<file path="src/can_bridge_params.svh">
`ifndef CAN_BRIDGE_PARAMS_SVH
`define CAN_BRIDGE_PARAMS_SVH

`define CAN_ADDR_W          5         // Controller register address
`define CAN_DATA_W          16        // Controller register word
`define CAN_ID_W            11        // Standard identifier
`define CAN_MSG_DATA_W      64        // Eight payload bytes
`define CAN_BUF_W           5         // Transmit buffer select
`define CAN_NUM_REGS        32

`define CAN_INIT_LEN        6         // Configuration writes after reset
`define CAN_INIT_IDX_W      3
`define CAN_MSG_WRITES      8         // Register writes per message
`define CAN_TX_BUSY_CYCLES  5
`define CAN_BUSY_BIT        15        // Transmit request and busy flag

`define CAN_GEN_WORD        16'h009C
`define CAN_IRQ_WORD        16'h8070  // Clears pending interrupts
`define CAN_TRA_CTRL_WORD   16'h8008

`endif

</file>
<file path="src/can_bridge_pkg.sv">
`include "can_bridge_params.svh"

package can_bridge_pkg;

  typedef enum logic [1:0] {
    CMD_IDLE  = 2'd0,
    CMD_INIT  = 2'd1,
    CMD_READ  = 2'd2,
    CMD_WRITE = 2'd3
  } reg_cmd_t;

  typedef enum logic [`CAN_ADDR_W-1:0] {
    REG_TRA_D78  = 5'h07,
    REG_TRA_D56  = 5'h08,
    REG_TRA_D34  = 5'h09,
    REG_TRA_D12  = 5'h0A,
    REG_TRA_ID   = 5'h0C,
    REG_TRA_CTRL = 5'h0D,
    REG_GENERAL  = 5'h0E,
    REG_IRQ      = 5'h12
  } can_reg_addr_t;

  typedef enum logic [2:0] {
    S_INIT,
    S_IDLE,
    S_WRITE,
    S_POLL,
    S_ACK
  } seq_state_t;

  typedef struct packed {
    logic [`CAN_ID_W-1:0]       ident;
    logic [`CAN_MSG_DATA_W-1:0] data;     // Byte b7 on top, b0 at bottom
    logic [`CAN_BUF_W-1:0]      buf_sel;
  } tx_msg_t;

  typedef struct packed {
    logic [`CAN_ID_W-1:0]       ident;
    logic [`CAN_MSG_DATA_W-1:0] data;     // First bus byte on top
    logic [`CAN_BUF_W-1:0]      buf_sel;
  } tx_frame_t;

  typedef struct packed {
    reg_cmd_t               cmd;
    logic [`CAN_ADDR_W-1:0] addr;
  } reg_access_t;

  typedef struct packed {
    logic [`CAN_ADDR_W-1:0] addr;
    logic [`CAN_DATA_W-1:0] data;
  } init_entry_t;

endpackage

</file>
<file path="src/can_init_table.sv">
`include "can_bridge_params.svh"

module can_init_table (
  input  logic                        clock,
  input  logic                        arst_n,
  input  logic [`CAN_INIT_IDX_W-1:0]  init_index,
  output can_bridge_pkg::init_entry_t init_entry
);

  can_bridge_pkg::init_entry_t entry_d;

  always_comb begin
    entry_d = '0;                                                   // Past end of table
    case (init_index)
      3'd0: entry_d = '{addr: 5'h02, data: 16'h0003};               // Baud prescaler
      3'd1: entry_d = '{addr: 5'h03, data: 16'h0B07};               // Bit timing segments
      3'd2: entry_d = '{addr: 5'h04, data: 16'h0023};               // Sync jump width
      3'd3: entry_d = '{addr: can_bridge_pkg::REG_GENERAL, data: 16'h0080};
      3'd4: entry_d = '{addr: can_bridge_pkg::REG_IRQ, data: 16'h0000};
      // Busy bit left clear so configuration never starts a transmit
      3'd5: entry_d = '{addr: can_bridge_pkg::REG_TRA_CTRL, data: 16'h0008};
      default: entry_d = '0;
    endcase
  end

  always_ff @(posedge clock or negedge arst_n) begin
    if (!arst_n) begin
      init_entry <= '0;
    end else begin
      init_entry <= entry_d;
    end
  end

endmodule

</file>
<file path="src/can_access_seq.sv">
`include "can_bridge_params.svh"

module can_access_seq (
  input  logic                        clock,
  input  logic                        arst_n,
  input  logic                        msg_req,
  input  can_bridge_pkg::init_entry_t init_entry,
  input  logic [`CAN_DATA_W-1:0]      read_can,
  output logic [`CAN_INIT_IDX_W-1:0]  init_index,
  output can_bridge_pkg::reg_access_t access,
  output logic                        msg_ack,
  output logic                        ready
);

  localparam int WR_CNT_W = $clog2(`CAN_MSG_WRITES);
  localparam logic [`CAN_INIT_IDX_W-1:0] INIT_LAST = `CAN_INIT_IDX_W'(`CAN_INIT_LEN);
  localparam logic [WR_CNT_W-1:0] WR_LAST = WR_CNT_W'(`CAN_MSG_WRITES - 1);

  can_bridge_pkg::seq_state_t state;
  can_bridge_pkg::seq_state_t state_nxt;
  logic [`CAN_INIT_IDX_W-1:0] init_cnt;    // Entry requested from the table
  logic [WR_CNT_W-1:0]        wr_cnt;      // Step in the message sequence

  // Register order of one message
  function automatic can_bridge_pkg::can_reg_addr_t msg_addr(
    input logic [WR_CNT_W-1:0] step
  );
    case (step)
      3'd0: msg_addr = can_bridge_pkg::REG_TRA_ID;
      3'd1: msg_addr = can_bridge_pkg::REG_TRA_D12;
      3'd2: msg_addr = can_bridge_pkg::REG_TRA_D34;
      3'd3: msg_addr = can_bridge_pkg::REG_TRA_D56;
      3'd4: msg_addr = can_bridge_pkg::REG_TRA_D78;
      3'd5: msg_addr = can_bridge_pkg::REG_GENERAL;
      3'd6: msg_addr = can_bridge_pkg::REG_IRQ;
      default: msg_addr = can_bridge_pkg::REG_TRA_CTRL;
    endcase
  endfunction

  always_comb begin
    state_nxt = state;
    case (state)
      can_bridge_pkg::S_INIT: begin
        if (init_cnt == INIT_LAST) begin
          state_nxt = can_bridge_pkg::S_IDLE;
        end
      end
      can_bridge_pkg::S_IDLE: begin
        if (msg_req) begin
          state_nxt = can_bridge_pkg::S_WRITE;
        end
      end
      can_bridge_pkg::S_WRITE: begin
        if (wr_cnt == WR_LAST) begin
          state_nxt = can_bridge_pkg::S_POLL;
        end
      end
      can_bridge_pkg::S_POLL: begin
        if (!read_can[`CAN_BUSY_BIT]) begin
          state_nxt = can_bridge_pkg::S_ACK;
        end
      end
      can_bridge_pkg::S_ACK: begin
        if (!msg_req) begin
          state_nxt = can_bridge_pkg::S_IDLE;   // Four-phase release
        end
      end
      default: state_nxt = can_bridge_pkg::S_IDLE;
    endcase
  end

  always_ff @(posedge clock or negedge arst_n) begin
    if (!arst_n) begin
      state    <= can_bridge_pkg::S_INIT;
      init_cnt <= '0;
      wr_cnt   <= '0;
    end else begin
      state <= state_nxt;
      if (state == can_bridge_pkg::S_INIT) begin
        init_cnt <= init_cnt + 1'b1;
      end
      if (state == can_bridge_pkg::S_WRITE) begin
        wr_cnt <= wr_cnt + 1'b1;                // Wraps to zero after last step
      end
    end
  end

  // Table output lags the index by one cycle
  always_comb begin
    access.cmd  = can_bridge_pkg::CMD_IDLE;
    access.addr = '0;
    case (state)
      can_bridge_pkg::S_INIT: begin
        if (init_cnt != '0) begin
          access.cmd  = can_bridge_pkg::CMD_INIT;
          access.addr = init_entry.addr;
        end
      end
      can_bridge_pkg::S_WRITE: begin
        access.cmd  = can_bridge_pkg::CMD_WRITE;
        access.addr = msg_addr(wr_cnt);
      end
      can_bridge_pkg::S_POLL: begin
        access.cmd  = can_bridge_pkg::CMD_READ;
        access.addr = can_bridge_pkg::REG_TRA_CTRL;
      end
      default: access.cmd = can_bridge_pkg::CMD_IDLE;
    endcase
  end

  assign init_index = init_cnt;
  assign msg_ack    = (state == can_bridge_pkg::S_ACK);
  assign ready      = (state != can_bridge_pkg::S_INIT);   // Configuration done

endmodule

</file>
<file path="src/can_reg_mux.sv">
`include "can_bridge_params.svh"

module can_reg_mux (
  input  can_bridge_pkg::reg_access_t access,
  input  logic [`CAN_DATA_W-1:0]      data_init,
  input  can_bridge_pkg::tx_msg_t     msg,
  output logic [`CAN_DATA_W-1:0]      write_can,
  output logic [`CAN_BUF_W-1:0]       can_tra_select
);

  localparam int ID_PAD_W = `CAN_DATA_W - `CAN_ID_W;

  logic [7:0][7:0] msg_byte;                    // Index 7 is byte b7

  assign msg_byte = msg.data;

  always_comb begin
    write_can      = '0;
    can_tra_select = '0;
    case (access.cmd)
      can_bridge_pkg::CMD_INIT: begin
        write_can = data_init;                  // Configuration pass-through
      end
      can_bridge_pkg::CMD_WRITE: begin
        can_tra_select = msg.buf_sel;
        case (access.addr)
          can_bridge_pkg::REG_TRA_ID: begin
            write_can = {msg.ident, {ID_PAD_W{1'b0}}};
          end
          can_bridge_pkg::REG_TRA_D12: begin
            write_can = {msg_byte[7], msg_byte[5]};
          end
          can_bridge_pkg::REG_TRA_D34: begin
            write_can = {msg_byte[6], msg_byte[4]};
          end
          can_bridge_pkg::REG_TRA_D56: begin
            write_can = {msg_byte[0], msg_byte[1]};
          end
          can_bridge_pkg::REG_TRA_D78: begin
            write_can = {msg_byte[2], msg_byte[3]};
          end
          can_bridge_pkg::REG_GENERAL: begin
            write_can = `CAN_GEN_WORD;
          end
          can_bridge_pkg::REG_IRQ: begin
            write_can = `CAN_IRQ_WORD;
          end
          can_bridge_pkg::REG_TRA_CTRL: begin
            write_can = `CAN_TRA_CTRL_WORD;     // Sets transmit request
          end
          default: begin
            write_can      = '0;
            can_tra_select = '0;
          end
        endcase
      end
      default: begin
        write_can      = '0;                    // Reads and idle drive nothing
        can_tra_select = '0;
      end
    endcase
  end

endmodule

</file>
<file path="src/can_node_regs.sv">
`include "can_bridge_params.svh"

module can_node_regs (
  input  logic                        clock,
  input  logic                        arst_n,
  input  can_bridge_pkg::reg_access_t access,
  input  logic [`CAN_DATA_W-1:0]      write_can,
  input  logic [`CAN_BUF_W-1:0]       can_tra_select,
  output logic [`CAN_DATA_W-1:0]      read_can,
  output can_bridge_pkg::tx_frame_t   frame,
  output logic                        frame_valid
);

  localparam int BUSY_W = $clog2(`CAN_TX_BUSY_CYCLES + 1);

  logic [`CAN_DATA_W-1:0] regs [`CAN_NUM_REGS];
  logic [BUSY_W-1:0]      busy_cnt;
  logic                   wr_en;
  logic                   tx_start;
  logic                   busy;

  assign wr_en = (access.cmd == can_bridge_pkg::CMD_INIT) ||
                 (access.cmd == can_bridge_pkg::CMD_WRITE);
  assign tx_start = wr_en && (access.addr == can_bridge_pkg::REG_TRA_CTRL) &&
                    write_can[`CAN_BUSY_BIT];
  assign busy = (busy_cnt != '0);

  always_ff @(posedge clock) begin
    if (wr_en) begin
      regs[access.addr] <= write_can;
    end
  end

  // Bus bytes leave in register order D12, D34, D56, D78
  always_ff @(posedge clock) begin
    if (tx_start) begin
      frame.ident   <= regs[can_bridge_pkg::REG_TRA_ID][`CAN_DATA_W-1 -: `CAN_ID_W];
      frame.data    <= {regs[can_bridge_pkg::REG_TRA_D12],
                        regs[can_bridge_pkg::REG_TRA_D34],
                        regs[can_bridge_pkg::REG_TRA_D56],
                        regs[can_bridge_pkg::REG_TRA_D78]};
      frame.buf_sel <= can_tra_select;          // Latched buffer select
    end
  end

  always_ff @(posedge clock or negedge arst_n) begin
    if (!arst_n) begin
      frame_valid <= 1'b0;
      busy_cnt    <= '0;
    end else begin
      frame_valid <= tx_start;
      if (tx_start) begin
        busy_cnt <= BUSY_W'(`CAN_TX_BUSY_CYCLES);
      end else if (busy) begin
        busy_cnt <= busy_cnt - 1'b1;
      end
    end
  end

  always_comb begin
    read_can = '0;
    if (access.cmd == can_bridge_pkg::CMD_READ) begin
      read_can = regs[access.addr];
      if (access.addr == can_bridge_pkg::REG_TRA_CTRL) begin
        read_can[`CAN_BUSY_BIT] = busy;         // Live transmit status
      end
    end
  end

endmodule

</file>
<file path="src/can_tx_bridge.sv">
`include "can_bridge_params.svh"

module can_tx_bridge (
  input  logic                      clock,
  input  logic                      arst_n,
  input  logic                      msg_req,
  input  can_bridge_pkg::tx_msg_t   msg,
  output logic                      msg_ack,
  output logic                      ready,
  output can_bridge_pkg::tx_frame_t frame,
  output logic                      frame_valid
);

  can_bridge_pkg::init_entry_t init_entry;
  can_bridge_pkg::reg_access_t access;
  logic [`CAN_INIT_IDX_W-1:0]  init_index;
  logic [`CAN_DATA_W-1:0]      write_can;
  logic [`CAN_DATA_W-1:0]      read_can;
  logic [`CAN_BUF_W-1:0]       can_tra_select;

  can_init_table u_init_table (
    .clock      (clock),
    .arst_n     (arst_n),
    .init_index (init_index),
    .init_entry (init_entry)
  );

  can_access_seq u_access_seq (
    .clock      (clock),
    .arst_n     (arst_n),
    .msg_req    (msg_req),
    .init_entry (init_entry),
    .read_can   (read_can),
    .init_index (init_index),
    .access     (access),
    .msg_ack    (msg_ack),
    .ready      (ready)
  );

  can_reg_mux u_reg_mux (
    .access         (access),
    .data_init      (init_entry.data),          // Init word straight from the table
    .msg            (msg),
    .write_can      (write_can),
    .can_tra_select (can_tra_select)
  );

  can_node_regs u_node_regs (
    .clock          (clock),
    .arst_n         (arst_n),
    .access         (access),
    .write_can      (write_can),
    .can_tra_select (can_tra_select),
    .read_can       (read_can),
    .frame          (frame),
    .frame_valid    (frame_valid)
  );

endmodule

</file>
<file path="config.mk">
export PLATFORM = sky130hd
export DESIGN_NAME = can_tx_bridge
export DESIGN_NICKNAME = d
export VERILOG_FILES = /design/src/can_bridge_pkg.sv /design/src/can_init_table.sv /design/src/can_access_seq.sv /design/src/can_reg_mux.sv /design/src/can_node_regs.sv /design/src/can_tx_bridge.sv
export VERILOG_INCLUDE_DIRS = /design/src
export SDC_FILE = /design/constraint.sdc
export NUM_CORES = 1
export LEC_CHECK = 0
export BUFFER_PORTS_ARGS = -buffer_cell sky130_fd_sc_hd__buf_2
export CORE_AREA = 3 3 301 214
export DETAILED_ROUTE_END_ITERATION = 10
export DIE_AREA = 0 0 304 217
export HOLD_SLACK_MARGIN = 0.03
export PLACE_DENSITY = 0.54
export SETUP_SLACK_MARGIN = 0.05
export SYNTH_ARGS = -nofsm -noshare
export SYNTH_HDL_FRONTEND = slang
export SYNTH_HIERARCHICAL = 1
export SYNTH_SLANG_ARGS = --single-unit
</file>
<file path="constraint.sdc">
create_clock -name clock -period 7.05 [get_ports clock]
set_clock_uncertainty 0.2 [all_clocks]
set_input_delay 1.41 -clock clock [delete_from_list [all_inputs] [get_ports clock]]
set_output_delay 1.41 -clock clock [all_outputs]
set_load 0.03 [all_outputs]
</file>
# After elaboration in Yosys (flattened, before gate mapping)

Memory sizes are Yosys's and may differ from the RTL's. A register that Yosys moved wholly into a read port is not among the register bits.
Cells that the tools add are included.

Register bits after elaboration: 39
Bits in writable memories: 512
Memories kept: 1

Add/subtract/negate cells: 3
Eq/ne operators: 33
Muxes and demuxes: 19
Reduce and logical (&&, ||, !) cells: 13

Memories:

| memory           | depth | width | read ports | clocked after memory_dff | wr ports | line                | source |
|---|---|---|---|---|---|---|---|
| u_node_regs.regs | 32    | 16    | 6          | 5                        | 1        | can_node_regs.sv:16 | `` logic [`CAN_DATA_W-1:0] regs [`CAN_NUM_REGS]; `` |

Operators with widths:

| operator            | count |
|---|---|
| $pmux 16 s8         | 1 |
| $pmux 21 s6         | 1 |
| $pmux 5 s7          | 1 |
| $pmux 16 s2         | 1 |
| $eq 5x4->1 const B  | 6 |
| $eq 3x3->1 const B  | 8 |
| $mux 3              | 7 |
| $eq 3x2->1 const B  | 6 |
| $mux 16             | 1 |
| $pmux 3 s5          | 1 |
| $pmux 5 s3          | 1 |
| $eq 3x1->1 const B  | 3 |
| $logic_not 3->1     | 3 |
| $reduce_bool 3->1   | 3 |
| $reduce_or 8->1     | 1 |
| $add 3x1->3 const B | 2 |
| $mux 6              | 1 |
| $ne 2x2->1 const B  | 3 |
| $pmux 2 s3          | 1 |
| $eq 5x3->1 const B  | 1 |
| $eq 5x5->1 const B  | 1 |
| $reduce_and 5->1    | 1 |
| $eq 2x2->1 const B  | 2 |
| $ne 2x1->1 const B  | 2 |
| other kinds (7)     | 10 |

# Logic depth before layout (Yosys ltp)

Depth after elaboration: 8
Depth in mapped cells: 16
Depth with buffers taken out: 12

# By module

The synthesis kept the hierarchy.

Modules (own cells, without submodules):

| module         | instances | cells an instance | area an instance (um2) |
|---|---|---|---|
| can_node_regs  | 1         | 1017              | 22414.0 |
| can_reg_mux    | 1         | 155               | 1052.3 |
| can_access_seq | 1         | 66                | 673.1 |
| can_init_table | 1         | 35                | 416.6 |

# Least setup slack after synthesis

No wires, ideal clock.

Path kind: flip-flop to flip-flop
Start: reg u_access_seq.init_cnt[0], in the netlist u_access_seq/init_index[0]
End: reg, netlist name u_node_regs/frame[0]
Setup time: 435 ps
Arrival: 4778 ps
Data required time: 6415 ps
Setup slack: 1637 ps
Stages on the path, launching flop included: 13
Path buffers: 3
Cells stage by stage: dfrtp_1 inv_1 ha_1 nand2b_1 and2_4 o2bb2ai_1 buf_2 clkbuf_1 clkbuf_1 nand3b_1 nor2_1 nand2_1 inv_1

RTL lines:

| what                     | line                 | source |
|---|---|---|
| start: declaration       | can_access_seq.sv:21 | `` logic [`CAN_INIT_IDX_W-1:0] init_cnt; `` |
| start signal: assignment | can_access_seq.sv:80 | `init_cnt <= init_cnt + 1'b1;` |

==> results.sh <==
export IMPL_status="finished, final reports clean"
export IMPL_gp_congestion=0.802
export IMPL_coreArea_mm2=0.0615
export IMPL_h_tree_depth=1
export IMPL_tightest_slew_ns=1.08
export IMPL_synth_warnings=6
export IMPL_slowest_delay_ns=0.74
export IMPL_rr_worst_depth=11
export IMPL_end_kind="flip-flop"
export IMPL_place_ws_ns=1.95
export IMPL_final_max_slew_viol_count=0
export IMPL_max_freq_ghz=0.199
export IMPL_slew_headroom_pct=28.1
export IMPL_vias_per_cell=3.41
export IMPL_total_power_uw=4130
export IMPL_p_per_area_mw_per_mm2=379
export IMPL_synthCells=580
export IMPL_crit_path_start="u_access_seq/state[0]"
export IMPL_tns_ns=0
export IMPL_seq_power_share_pct=38.7
export IMPL_drc=0
export IMPL_crit_family="simple AND/OR/NAND/NOR gates"
export IMPL_cts_resized=0
export IMPL_min_path_type="reg2reg"
export IMPL_cp_required_ns=7.07
export IMPL_die_w_um=304
export IMPL_grt_start_max_net_pins=46
export IMPL_finalCriticalPeriod_ns=5.03
export IMPL_hold_violations=0
export IMPL_crit_buf_inv=3
export IMPL_top_layer="met5"
export IMPL_final_period_utilization_pct=71.3
export IMPL_worstHoldPathCells=0
export IMPL_die_area_mm2=0.0660
export IMPL_min_from="u_node_regs/regs[12][11]"
export IMPL_row_count=76
export IMPL_num_vias=5326
export IMPL_start_util_pct=14.0
export IMPL_arrival_ns=5.05
export IMPL_fin_ws_ns=2.02
export IMPL_wl_per_cell_um=16.5
export IMPL_grt_setup_unrepaired="no"
export IMPL_first_global_vias=5262
export IMPL_root_buffer="clkbuf_16"
export IMPL_synth_area_per_cell_um2=14.8
export IMPL_nNetsFinal=819
export IMPL_synth_area_mm2=0.00859
export IMPL_cts_setup_buffers=0
export IMPL_power_frac_comb_pct=33.8
export IMPL_dr_first_iter_drc_count=442
export IMPL_m1WireLength_mm=11.7
export IMPL_switching_share_pct=35.3
export IMPL_cp_cell_sequence="nor3_4, and2_4, a22o_2, a21bo_1, a211oi_2, nor2_2, a22oi_2, buf_4, nand2_1, clkinv_2, buf_12"
export IMPL_internal_power_uw=2670
export IMPL_setup_viol=0
export IMPL_grt_total_usage_pct=7.54
export IMPL_areaGrowthSynthToFinish_pct=26.9
export IMPL_reg2reg_slack_ns=2.02
export IMPL_clk_latency_ns=0.50
export IMPL_clkSlewWorstSetupHoldPaths_ns=0.06
export IMPL_met2_length_mm=10.8
export IMPL_n_fill_cell=6682
export IMPL_die_h_um=217
export IMPL_cp_max_fo=45
export IMPL_cts_sinks=205
export IMPL_drt_pass1_iterations=5
export IMPL_maxCapViolations=0
export IMPL_antenna_found_initial=11
export IMPL_ios=166
export IMPL_hpwl_mm=19.7
export IMPL_timing_rr_end="u_node_regs/frame[50]"
export IMPL_cts_hold_buf=0
export IMPL_r2r_start="u_access_seq/state[0]"
export IMPL_grt_remaining_overflow=0
export IMPL_crit_type="reg2reg"
export IMPL_ant_nets=0
export IMPL_io_buffer_count=165
export IMPL_final_util_pct=17.7
export IMPL_clockBufferDepth=3
export IMPL_grt_pass1_wl_mm=37.0
export IMPL_holdPathEnd="u_node_regs/frame[75]"
export IMPL_critPathLaunchType="flip-flop"
export IMPL_clkPwrFrac_pct=27.4
export IMPL_drive_gt1_share_pct=34.1
export IMPL_ir_worst_vdd_mv=0.249
export IMPL_slowest_stage="a22o_2"
export IMPL_cts_buffers=23
export IMPL_p_leak_uw=0.00377
export IMPL_p_switching_uw=1460
export IMPL_wl_met3_mm=2.73
export IMPL_drt_total_wl_mm=25.8
export IMPL_cts_tree="built"
-- per-stage QoR --
step                      cells  cell area (µm²)  hold WS [ns]
after detailed placement   1520            10200         0.205
after floorplan             586             8610         0.200
after global routing       1559            10900         0.219
final                      1560            10900         0.216
after global placement     1520            10200         0.202
after CTS                  1559            10900         0.218
-- layout by cell type, fill, tap and decap left out, types with 4 or more instances in the layout --
master / instances
buf_4: 11
nand3b_1: 8
nor2_4: 4
nor2_1: 52
a211oi_1: 4
ha_1: 10
nand2_1: 22
buf_2: 165
inv_1: 15
dfrtp_1: 23
o22ai_1: 11
clkinv_2: 4
o21ai_1: 10
clkbuf_16: 23
xnor2_1: 4
conb_1: 7
nor2_2: 5
edfxtp_1: 182
a21oi_1: 10
clkbuf_1: 5
a221oi_1: 11
mux2i_1: 23
nand3_1: 9
nor2b_1: 5
nand2b_1: 17
o21ai_0: 5
clkinvlp_4: 4
nor3_1: 7
-- routing by layer --
| metal | GRT usage [%] | up-vias |
|---|---|---|
| met3 | 2.96 | 46 |
| met5 | 0 | - |
| li1 | - | 2424 |
| met1 | 10.3 | 2614 |
| met2 | 11.2 | 236 |
| met4 | 1.72 | 6 |
-- power groups by stage --
stage          Sequential [µW]  Combinational (µW)  Clock [µW]
2_1_floorplan             1590                1190           0
3_3_place_gp              1620                1380           0
3_5_place_dp              1620                1390           0
4_1_cts                   1600                1400        1160
5_1_grt                   1620                1530        1200
6_report                  1600                1400        1130
-- final cells by class --
type | count | area, µm² | share of cell area (%)
Timing Repair Buffer | 177 | 928 | 8.52
Antenna cell | 1 | 2.50 | 0.0230
Inverter | 18 | 68.8 | 0.631
Clock buffer | 28 | 594 | 5.45
Sequential cell | 205 | 6040 | 55.4
Multi-Input combinational cell | 301 | 2120 | 19.4
Clock inverter | 11 | 123 | 1.12
Tap cell | 819 | 1020 | 9.40
-- how the worst max path moves through the flow --
stage	endpoint	slack, ns	cells past startpoint
5_1_grt	u_node_regs/frame[9]	1.61	13
2_1_floorplan	u_node_regs/frame[0]	1.84	12
6_report	u_node_regs/frame[50]	2.02	11
3_3_place_gp	u_node_regs/frame[77]	2.11	13
4_1_cts	u_node_regs/frame[9]	1.94	11
3_5_place_dp	u_node_regs/frame[13]	1.95	11
-- registers in the layout, summed over array words and instances, names as in the netlist --
signal	cells
u_access_seq/init_index	3
u_access_seq/state	3
u_access_seq/wr_cnt	3
u_init_table/init_entry	10
u_node_regs/busy_cnt	3
u_node_regs/frame	80
u_node_regs/frame_valid	1
u_node_regs/regs	102
Power figures use the tool's default switching activity.
